<file path="src/hdl/ex_pkg.sv">
// Execute stage shared types
// Data word and register address widths, ALU and multiplier operation
// encodings, and the ID/EX, EX/WB and controller structs

package ex_pkg;

  //////////////////////////////////////////////////
  // Basic widths
  //////////////////////////////////////////////////

  // Operands, results, pc and branch target
  typedef logic [31:0] word_t;

  // Register file address
  typedef logic [4:0]  reg_addr_t;

  //////////////////////////////////////////////////
  // Operation encodings
  //////////////////////////////////////////////////

  // ALU operations, branch compares at the top of the range
  typedef enum logic [3:0] {
    ALU_ADD,
    ALU_SUB,
    ALU_AND,
    ALU_OR,
    ALU_XOR,
    ALU_SLL,
    ALU_SRL,
    ALU_SRA,
    ALU_SLT,
    ALU_SLTU,
    ALU_EQ,
    ALU_NE,
    ALU_LT,
    ALU_GE,
    ALU_LTU,
    ALU_GEU
  } alu_op_e;

  // Low or high word of the unsigned product
  typedef enum logic {
    MUL_LO,
    MUL_HU
  } mul_op_e;

  // Iterative multiplier FSM
  typedef enum logic [1:0] {
    IDLE,
    BUSY,
    DONE
  } mul_state_e;

  //////////////////////////////////////////////////
  // Pipeline structs
  //////////////////////////////////////////////////

  // Decoded instruction from ID
  typedef struct packed {
    logic      instr_valid;
    logic      alu_en;
    alu_op_e   alu_op;
    logic      mul_en;
    mul_op_e   mul_op;
    word_t     operand_a;
    word_t     operand_b;
    word_t     operand_c;   // Branch target
    logic      bch;
    logic      rf_we;
    reg_addr_t rf_waddr;
    word_t     pc;
  } id_ex_t;

  // Result toward WB
  typedef struct packed {
    logic      instr_valid;
    logic      rf_we;
    reg_addr_t rf_waddr;
    word_t     rf_wdata;
    word_t     pc;
    logic      bch_qual;
    logic      bch_taken_qual;
  } ex_wb_t;

  // Controller requests for EX
  typedef struct packed {
    logic kill_ex;
    logic halt_ex;
  } ctrl_t;

endpackage
</file>
<file path="src/hdl/ex_stage.sv">
// Execute stage top
// Gates the decoded instruction with kill/halt, runs it through the ALU
// or the iterative multiplier, and hands the result to WB over ready/valid

module ex_stage #(
  parameter int unsigned MUL_STEP_W = 8
) (
  input  logic           clk,
  input  logic           rst_n,
  input  ex_pkg::id_ex_t id_ex_i,
  input  ex_pkg::ctrl_t  ctrl_i,
  input  logic           wb_ready_i,
  output logic           ex_ready_o,
  output logic           ex_valid_o,
  output ex_pkg::ex_wb_t ex_wb_o,
  output ex_pkg::word_t  rf_wdata_o,
  output logic           branch_decision_o,
  output ex_pkg::word_t  branch_target_o
);

  import ex_pkg::*;

  logic  instr_valid;
  logic  mul_en_gated;
  logic  mul_ready;
  logic  mul_valid;
  word_t alu_result;
  logic  alu_cmp_result;
  word_t mul_result;

  // Kill or halt drops the instruction and resets the multiplier
  assign instr_valid  = id_ex_i.instr_valid && !ctrl_i.kill_ex && !ctrl_i.halt_ex;
  assign mul_en_gated = id_ex_i.mul_en && instr_valid;

  // Write data, also forwarded to ID
  assign rf_wdata_o = id_ex_i.mul_en ? mul_result : alu_result;

  // To fetch
  assign branch_decision_o = alu_cmp_result;
  assign branch_target_o   = id_ex_i.operand_c;

  //////////////////////////////////////////////////
  // Functional units
  //////////////////////////////////////////////////

  ex_alu i_alu (
    .operator_i   (id_ex_i.alu_op),
    .operand_a_i  (id_ex_i.operand_a),
    .operand_b_i  (id_ex_i.operand_b),
    .result_o     (alu_result),
    .cmp_result_o (alu_cmp_result)
  );

  ex_mult #(
    .MUL_STEP_W (MUL_STEP_W)
  ) i_mult (
    .clk        (clk),
    .rst_n      (rst_n),
    .operator_i (id_ex_i.mul_op),
    .op_a_i     (id_ex_i.operand_a),
    .op_b_i     (id_ex_i.operand_b),
    .valid_i    (mul_en_gated),
    .ready_i    (wb_ready_i),
    .ready_o    (mul_ready),
    .valid_o    (mul_valid),
    .result_o   (mul_result)
  );

  //////////////////////////////////////////////////
  // Stage handshake
  //////////////////////////////////////////////////

  // Kill always frees the stage; otherwise WB and a pending multiply decide
  assign ex_ready_o = ctrl_i.kill_ex ||
                      (!ctrl_i.halt_ex && wb_ready_i && (!mul_en_gated || mul_ready));

  // ALU results are valid at once, multiplies wait for DONE
  assign ex_valid_o = instr_valid && (!id_ex_i.mul_en || mul_valid);

  ex_wb_reg i_ex_wb_reg (
    .clk         (clk),
    .rst_n       (rst_n),
    .accept_i    (ex_valid_o && wb_ready_i),
    .bubble_i    (!ex_valid_o && wb_ready_i),
    .id_ex_i     (id_ex_i),
    .wdata_i     (rf_wdata_o),
    .bch_taken_i (branch_decision_o),
    .ex_wb_o     (ex_wb_o)
  );

  // Decoder selects exactly one unit per instruction
  assert property (@(posedge clk) disable iff (!rst_n)
    id_ex_i.instr_valid |-> !(id_ex_i.alu_en && id_ex_i.mul_en));

endmodule

</file>
<file path="src/hdl/ex_wb_reg.sv">
// EX/WB pipeline register
// Captures the accepted instruction and its qualified branch flags,
// and clears the valid bit when a bubble goes down the pipe

module ex_wb_reg (
  input  logic           clk,
  input  logic           rst_n,
  input  logic           accept_i,
  input  logic           bubble_i,
  input  ex_pkg::id_ex_t id_ex_i,
  input  ex_pkg::word_t  wdata_i,
  input  logic           bch_taken_i,
  output ex_pkg::ex_wb_t ex_wb_o
);

  //////////////////////////////////////////////////
  // Register
  //////////////////////////////////////////////////

  always_ff @(posedge clk, negedge rst_n) begin
    if (!rst_n) begin
      ex_wb_o <= '0;
    end else begin
      if (accept_i) begin
        ex_wb_o.instr_valid <= 1'b1;
        ex_wb_o.rf_we       <= id_ex_i.rf_we;
        ex_wb_o.pc          <= id_ex_i.pc;

        // Address and data only move for instructions that write back
        if (id_ex_i.rf_we) begin
          ex_wb_o.rf_waddr <= id_ex_i.rf_waddr;
          ex_wb_o.rf_wdata <= wdata_i;
        end

        // Branch flags qualified by the ALU enable
        ex_wb_o.bch_qual       <= id_ex_i.bch && id_ex_i.alu_en;
        ex_wb_o.bch_taken_qual <= id_ex_i.bch && id_ex_i.alu_en && bch_taken_i;
      end else if (bubble_i) begin
        // WB is ready but nothing valid in EX
        ex_wb_o.instr_valid <= 1'b0;
      end
    end
  end

  //////////////////////////////////////////////////
  // Checks
  //////////////////////////////////////////////////

  // Stage handshake never asks for both at once
  assert property (@(posedge clk) disable iff (!rst_n)
    !(accept_i && bubble_i));

endmodule

</file>
<file path="src/hdl/ex_mult.sv">
// Iterative unsigned multiplier
// Shift-add over MUL_STEP_W bits of operand b per cycle, with a
// valid/ready handshake; returns the low or high word of the product

module ex_mult #(
  parameter int unsigned MUL_STEP_W = 8
) (
  input  logic            clk,
  input  logic            rst_n,
  input  ex_pkg::mul_op_e operator_i,
  input  ex_pkg::word_t   op_a_i,
  input  ex_pkg::word_t   op_b_i,
  input  logic            valid_i,
  input  logic            ready_i,
  output logic            ready_o,
  output logic            valid_o,
  output ex_pkg::word_t   result_o
);

  import ex_pkg::*;

  localparam int unsigned STEPS = 32 / MUL_STEP_W;
  localparam int unsigned CNT_W = (STEPS > 1) ? $clog2(STEPS) : 1;

  mul_state_e       state_q;
  logic [CNT_W-1:0] cnt_q;
  logic [63:0]      acc_q;
  logic [63:0]      mcand_q;
  word_t            mplier_q;
  logic [63:0]      partial;

  // Multiplicand times the current slice of operand b
  assign partial = mcand_q * 64'(mplier_q[MUL_STEP_W-1:0]);

  //////////////////////////////////////////////////
  // FSM and datapath
  //////////////////////////////////////////////////

  always_ff @(posedge clk, negedge rst_n) begin
    if (!rst_n) begin
      state_q  <= IDLE;
      cnt_q    <= '0;
      acc_q    <= '0;
      mcand_q  <= '0;
      mplier_q <= '0;
    end else begin
      unique case (state_q)
        IDLE: begin
          // Start as soon as a gated multiply shows up
          if (valid_i) begin
            state_q  <= BUSY;
            cnt_q    <= '0;
            acc_q    <= '0;
            mcand_q  <= {32'b0, op_a_i};
            mplier_q <= op_b_i;
          end
        end
        BUSY: begin
          if (!valid_i) begin
            // Killed or halted mid-way
            state_q <= IDLE;
          end else begin
            acc_q    <= acc_q + partial;
            mcand_q  <= mcand_q << MUL_STEP_W;
            mplier_q <= mplier_q >> MUL_STEP_W;
            cnt_q    <= cnt_q + 1'b1;
            if (cnt_q == CNT_W'(STEPS - 1)) begin
              state_q <= DONE;
            end
          end
        end
        DONE: begin
          // Hold the product until WB takes it
          if (!valid_i || ready_i) begin
            state_q <= IDLE;
          end
        end
        default: state_q <= IDLE;
      endcase
    end
  end

  assign valid_o  = (state_q == DONE);
  assign ready_o  = (state_q == DONE) && ready_i;
  assign result_o = (operator_i == MUL_HU) ? acc_q[63:32] : acc_q[31:0];

  //////////////////////////////////////////////////
  // Checks
  //////////////////////////////////////////////////

  // Product shows up STEPS + 1 cycles after the start was taken in IDLE
  assert property (@(posedge clk) disable iff (!rst_n)
    $rose(valid_o) |-> $past(state_q == IDLE && valid_i, STEPS + 1));

  if (32 % MUL_STEP_W != 0) begin : g_step_check
    $error("MUL_STEP_W must divide 32");
  end

endmodule

</file>
<file path="src/hdl/ex_alu.sv">
// Single-cycle ALU
// Add/sub, logic, shifts, set-less-than and the branch compares, with a
// separate compare flag for the branch decision

module ex_alu (
  input  ex_pkg::alu_op_e operator_i,
  input  ex_pkg::word_t   operand_a_i,
  input  ex_pkg::word_t   operand_b_i,
  output ex_pkg::word_t   result_o,
  output logic            cmp_result_o
);

  import ex_pkg::*;

  //////////////////////////////////////////////////
  // Shared adder
  //////////////////////////////////////////////////

  logic        sub_en;
  word_t       b_inv;
  logic [32:0] sum;
  logic        is_equal;
  logic        lt_signed;
  logic        lt_unsigned;
  logic [4:0]  shamt;

  // Everything except a plain add runs the adder as a subtractor
  assign sub_en = (operator_i != ALU_ADD);
  assign b_inv  = sub_en ? ~operand_b_i : operand_b_i;

  // Carry-in of one completes the two's complement
  assign sum = {1'b0, operand_a_i} + {1'b0, b_inv} + {32'b0, sub_en};

  // Carry out set means a >= b unsigned
  assign lt_unsigned = ~sum[32];

  // Signs differ: the negative one is smaller
  assign lt_signed = (operand_a_i[31] ^ operand_b_i[31]) ? operand_a_i[31] : sum[31];

  assign is_equal = (operand_a_i == operand_b_i);

  // Only the low five bits count for 32-bit shifts
  assign shamt = operand_b_i[4:0];

  //////////////////////////////////////////////////
  // Compare flag
  //////////////////////////////////////////////////

  always_comb begin
    unique case (operator_i)
      ALU_EQ:           cmp_result_o = is_equal;
      ALU_NE:           cmp_result_o = ~is_equal;
      ALU_LT, ALU_SLT:  cmp_result_o = lt_signed;
      ALU_GE:           cmp_result_o = ~lt_signed;
      ALU_LTU, ALU_SLTU: cmp_result_o = lt_unsigned;
      ALU_GEU:          cmp_result_o = ~lt_unsigned;
      default:          cmp_result_o = 1'b0;
    endcase
  end

  //////////////////////////////////////////////////
  // Result mux
  //////////////////////////////////////////////////

  always_comb begin
    unique case (operator_i)
      ALU_ADD, ALU_SUB: result_o = sum[31:0];
      ALU_AND:          result_o = operand_a_i & operand_b_i;
      ALU_OR:           result_o = operand_a_i | operand_b_i;
      ALU_XOR:          result_o = operand_a_i ^ operand_b_i;
      ALU_SLL:          result_o = operand_a_i << shamt;
      ALU_SRL:          result_o = operand_a_i >> shamt;
      ALU_SRA:          result_o = word_t'($signed(operand_a_i) >>> shamt);
      // Set-less-than and compares give the zero-extended flag
      default:          result_o = {31'b0, cmp_result_o};
    endcase
  end

endmodule

</file>
<file path="config.mk">
export PLATFORM = sky130hd
export DESIGN_NAME = ex_stage
export DESIGN_NICKNAME = d
export VERILOG_FILES = /design/src/hdl/ex_pkg.sv /design/src/hdl/ex_stage.sv /design/src/hdl/ex_wb_reg.sv /design/src/hdl/ex_mult.sv /design/src/hdl/ex_alu.sv
export SDC_FILE = /design/constraint.sdc
export NUM_CORES = 2
export LEC_CHECK = 0
export BUFFER_PORTS_ARGS = -buffer_cell sky130_fd_sc_hd__buf_2
export CAP_MARGIN = 20
export CORE_MARGIN = 4
export CORE_UTILIZATION = 65
export DETAILED_ROUTE_END_ITERATION = 10
export GPL_TIMING_DRIVEN = 1
export MAX_ROUTING_LAYER = met4
export PLACE_DENSITY = 0.86
export SYNTH_ARGS = -nofsm -noshare
export SYNTH_HDL_FRONTEND = slang
export SYNTH_HIERARCHICAL = 1
export SYNTH_SLANG_ARGS = --single-unit
</file>
<file path="constraint.sdc">
create_clock -name clk -period 15.5 [get_ports clk]
set_input_delay 4.65 -clock clk [delete_from_list [all_inputs] [get_ports clk]]
set_output_delay 4.65 -clock clk [all_outputs]
set_load 0.02 [all_outputs]
</file>
Yosys cells after proc, flatten, opt, wreduce, memory -nomap -nowiden:

Cells that the tools add are included.

* flip-flop bits (word level): 237
* input port bits: 148

* reduce and logical (&&, ||, !) cells: 31
* multiply operators: 1
* $add $sub $neg: 4
* equal/unequal tests: 23
* bitwise gates (word level): 8
* shifts and indexed selects: 3
* muxes and demuxes: 25

Operator list (count)
* $mux 64: 4
* $pmux 64 s2: 2
* $pmux 32 s7: 1
* $mux 32: 5
* $add 64x64->64: 1
* $mul 64x8->64: 1
* $pmux 32 s2: 1
* $add 32x32->33: 1
* $add 33x1->33: 1
* $and 32x32->32: 1
* $eq 32x32->1: 1
* $eq 4x4->1 const B: 8
* $not 32->32: 1
* $or 32x32->32: 1
* $shl 32x5->32: 1
* $shr 32x5->32: 1
* $sshr 32x5->32: 1
* $xor 32x32->32: 1
* $eq 4x3->1 const B: 4
* $mux 2: 6
* $logic_and 1x1->1: 11
* $eq 4x2->1 const B: 2
* $ne 2x1->1 const B: 3
* $pmux 1 s6: 1
* 19 further kinds: 35

Depth between registers and ports, before layout:

* depth after elaboration: 9
* depth in mapped cells: 22
* gate-level depth less buffers: 20

By module:

Netlist, hierarchy kept.

By module, submodules not included
* ex_mult: cells an instance 2726, area an instance 23712.7 um^2, times used 1
* ex_alu: cells an instance 1064, area an instance 7529.7 um^2, times used 1
* ex_wb_reg: cells an instance 161, area an instance 2753.9 um^2, times used 1
* ex_stage: cells an instance 78, area an instance 721.9 um^2, times used 1

Least setup slack after synthesis:

Ideal clock, no wire load.

* path kind: input port to output port
* start point: in id_ex_i[138] in the netlist's numbering
* end point: out rf_wdata_o[0]
* path slack: 2.439 ns
* data arrival time: 8.411 ns
* required time: 10.850 ns
* stages: 15
* cells stage by stage: buf_2 -> nor4_4 -> clkbuf_1 -> xnor2_1 -> fa_1 -> a21o_1 -> a221o_1 -> a21oi_1 -> or3_4 -> a211oi_2 -> o21a_1 -> a21oi_1 -> o21ai_0 -> or4_1 -> mux2_2

* word-level cells in the longest chain between the ends: 9
* elaborated cells between the ends (all ways): 29
* classes of those cells: 2 x add/sub; 15 x eq/ne; 5 x mux; 2 x bitwise; 5 x reduce/logical

RTL lines
* start, declared: RTL line ex_stage.sv:10 `input ex_pkg::id_ex_t id_ex_i,`
* $reduce_bool 4->1: RTL line ex_alu.sv:28 `assign sub_en = (operator_i != ALU_ADD);`
* $mux 32: RTL line ex_alu.sv:29 `assign b_inv = sub_en ? ~operand_b_i : operand_b_i;`
* $add 32x32->33: RTL line ex_alu.sv:32 `assign sum = {1'b0, operand_a_i} + {1'b0, b_inv} + {32'b0, sub_en};`
* $add 33x1->33: RTL line ex_alu.sv:32
* $mux 1: RTL line ex_alu.sv:38 `assign lt_signed = (operand_a_i[31] ^ operand_b_i[31]) ? operand_a_i[31] : sum[31];`
* $not 1->1: RTL line ex_alu.sv:54 `ALU_GE: cmp_result_o = ~lt_signed;`
* $pmux 1 s6: RTL line ex_alu.sv:50 `unique case (operator_i)`
* $pmux 32 s7 (*): RTL line ex_alu.sv:66 `unique case (operator_i)`
* net alu_result[0]: RTL line ex_stage.sv:27 `word_t alu_result;`
* $mux 32 (*): RTL line ex_stage.sv:36 `assign rf_wdata_o = id_ex_i.mul_en ? mul_result : alu_result;`
* end, declared: RTL line ex_stage.sv:16 `output ex_pkg::word_t rf_wdata_o,`

The timed path passes the listed nets; every way through them passes the cells marked *.

Final worst setup path:

* start point: in id_ex_i[137] in the netlist's numbering
* end point: out rf_wdata_o[0]

Same word-level chain as after synthesis.

==> summary.md <==
| Metric | Value |
|---|---|
| GPL Wtd Cong | 1.06 |
| Skew-Pair Late Insertion Delay | 0.63 ns |
| Netlist cell types | 98 |
| Slew @ Worst Pin | 1.16 ns |
| Synth Flop Type | dfrtp_1 |
| Worst setup SP type | primary input |
| WS Path Type | primary input to output pin |
| Total GRT Usage | 45.4% |
| Flops & latches, synth | 237 |
| Initial antenna violation count | 9 |
| Via count | 30720 |
| CP max stage cell | nor4_4 |
| DRT Pass-1 Iters | 8 |
| Setup crit end kind | output pin |
| Die height | 239 um |
| Pin count of the biggest net entering global routing | 101 |
| Post-synth EDFFs | 0 |
| Post-route cell area | 36800 um^2 |
| Synth top area cells | fa_1 24%, dfrtp_1 17%, inv_1 6.4% |
| DR iter-0 viols | 3837 |
| Synth warn | 6 |
| Number of core rows | 84 |
| Worst R2R Setup Slack | 8.34 ns |
| RSZ-0062 raised after global routing | false |
| Setup Viol. Count Final | 0 |
| TritonCTS clock tree | yes |
| Layout Nets | 4755 |
| Cell family with most CP delay | simple AND/OR/NAND/NOR gates |
| Min Tclk post-route | 14.06 ns |
| Crit Path Max Fanout | 24 |
| Status | complete, no violations |
| Delay of the slowest critical-path stage | 0.79 ns |
| Critical-path cell list | buf_2 > nor4_4 > buf_4 > xnor2_1 > ha_1 > o21ai_2 > a221oi_1 > a21oi_1 > buf_4 > or3_4 > a211oi_2 > nor3_1 > o21ai_0 > o21ai_0 > or4_1 > mux2_2 > buf_2 |
| Commonest non-fill, non-tap cell in the layout | inv_1 |
| Fillers | 4000 |
| Vias in the first global route | 30906 |
| Share of the synthesized area in the top cell type | 23.7% |
| Initial cell density of the core | 65.8% |
| Core area | 52800 um^2 |
| Critical Path AT | 9.41 ns |
| Max cap viols | 0 |
| Mean post-synth cell area | 8.62 um^2 |
| Worst hold-check path type | flip-flop to flip-flop |
| Root buf cell | clkbuf_16 |
| Clock transition at path regs | 0.06 ns |
| Congestion Overflow GR | 0 |
| Synth Instances | 4029 |
| Reg area | 5940 um^2 |
| Total Negative Setup Slacks | 0 ns |
| Multi-input gate area | 25200 um^2 |
| Clock Tree Buf Depth | 3 |
| Via/cell ratio | 6.48 |
| Share of post-route cells with drive strength above 1 | 12.5% |
| Final ANT Viol Nets | 0 |
| Final WL | 126 mm |
| Port bufs | 223 |
| FMAX | 71.1 MHz |
| Synth area leader | fa_1 |
| IO Pins | 288 |
| Placed cell areas | 35700 um^2 |
| Final Hold Vio Count | 0 |
| CTS H-tree depth | 1 |
| Cell leakage power | 0.0183 uW |
| Period utilization | 90.7% |
| Die ar. | 57200 um^2 |
| DRC viols | 0 |
| Final Max Tran Viols | 0 |
| Num CTS Buffers | 30 |
| Seq/Total Area, Yosys | 17.1% |
| Global-route wire length before repair | 190 mm |
| P per Cell Area | 132 nW/um^2 |
| Final clock skew | 0.0223 ns |
| Clock Sinks | 237 |
| Area grow syn2layout | 5.96% |
| Hold_buf cts | 0 |
| Critical path buffers and inverters | 4 |
| Post-DR wirelength/cell | 26.6 um |
| Max-slew headroom | 22.0% |
| HPWL Detailed | 94.4 mm |
| Worst vdd ir | 0.148 mV |
| Asr flop ratio synth | 100% |
| # resized after CTS | 0 |
| Commonest cells after routing, fill and taps aside | 593 x inv_1, 463 x nand2_1, 411 x fa_1 |
| Critical Path RT | 10.85 ns |
| Die width | 239 um |
| Mapped cell area | 34700 um^2 |
| Postcts setup bufs | 0 |
| Post-Syn Nets | 4762 |
==> registers in the layout, indices dropped and copies added, names as in the netlist <==
register / cells
i_mult/acc_q: 64
i_mult/mplier_q: 32
i_mult/cnt_q: 2
i_mult/mcand_q: 64
i_ex_wb_reg/ex_wb_o: 73
i_mult/state_q: 2
==> metrics by stage <==
stage | util, % | cells | setup slack, ns | hold WS [ns] | power [uW]
5_1_grt | 69.7 | 4738 | 1.14 | 0.497 | 5190
6_report | 69.7 | 4738 | 1.44 | 0.466 | 4850
4_1_cts | 69.7 | 4732 | 1.50 | 0.471 | 4740
2_1_floorplan | - | 4029 | 2.44 | 0.439 | 3090
3_3_place_gp | 67.6 | 4675 | 1.54 | 0.450 | 3860
3_5_place_dp | 67.6 | 4676 | 1.50 | 0.457 | 3960
==> cells in the mapped netlist, types with 14 or more instances <==
library cell,instances
o21ai_0,254
o21bai_1,17
a211oi_1,23
xor2_1,31
o211ai_1,18
and3_1,16
dfrtp_1,237
nand2b_1,24
nor4_1,14
a31oi_1,17
clkbuf_1,186
nor3_1,19
ha_1,174
inv_1,594
o22ai_1,53
buf_1,43
buf_4,38
mux2i_1,96
buf_2,31
nor2_1,168
a221oi_1,28
and2_1,340
mux2_2,84
nor2b_1,14
nand3_1,78
nand2_1,465
xnor2_1,92
fa_1,411
a21o_1,48
mux4_2,44
nand4_1,28
a21oi_1,155
==> power breakdown <==
part / internal, uW / leakage (uW) / switching (uW)
sequential: 717 / 0.00311 / 124
clock: 433 / 0.000498 / 330
combinational: 1150 / 0.0147 / 2090
total: 2300 / 0.0183 / 2540
==> final timing paths <==
check / endpoint / from / cells after the start
setup / recovery: rf_wdata_o[0] / id_ex_i[137] / 17
hold / removal: i_mult/mcand_q[63]$_DFFE_PN0P_ / i_mult/mcand_q[63]$_DFFE_PN0P_ / 2
min in group asynchronous: i_ex_wb_reg/ex_wb_o[11]$_DFFE_PN0P_ / rst_n / 1
max in group asynchronous: i_mult/mcand_q[3]$_DFFE_PN0P_ / rst_n / 2
setup reg to reg: i_mult/acc_q[38]$_DFFE_PN0P_ / i_mult/mplier_q[0]$_DFFE_PN0P_ / 19
hold reg to reg: i_mult/mcand_q[63]$_DFFE_PN0P_ / i_mult/mcand_q[63]$_DFFE_PN0P_ / 2
==> per-layer routing <==
metal	vias to the layer above	GRT usage [%]	wire length, um
met1	15125	60.6	48800
li1	13045	-	-
met2	2137	67.4	55100
met5	-	-	0
met4	0	16.8	6410
met3	413	11.9	15700
==> worst register-to-register path: cells and delay by family, from the launching register on <==
family	cells	cell delay (ns)
adders and majority gates	5	2.35
DFF	1	0.73
AOI/OAI and AO/OA	8	2.74
buffers and inverters	4	0.76
and+or+nand+nor	1	0.17
xor gates and xnor gates	1	0.25
==> cell type report <==
class,count,share of cell area (%)
Multi-Input combinational cell,2891,68.6
Sequential cell,237,16.1
Inverter,596,6.08
Timing Repair Buffer,266,3.96
Tap cell,688,2.34
Clock buffer,36,2.24
Clock inverter,20,0.653
Antenna cell,4,0.0272
==> kinds of logic after synthesis <==
group / Yosys count / synth area share (%)
flip-flops: 237 / 17.1
XOR/XNOR: 123 / 3.10
AND/OR/NAND/NOR: 1214 / 17.2
adder cells (fa/ha/maj): 585 / 30.0
AO/OA/AOI/OAI: 724 / 13.1
multiplexers: 245 / 9.16
buffers and inverters: 901 / 10.4
No activity file was read; power rests on OpenSTA's default activity.
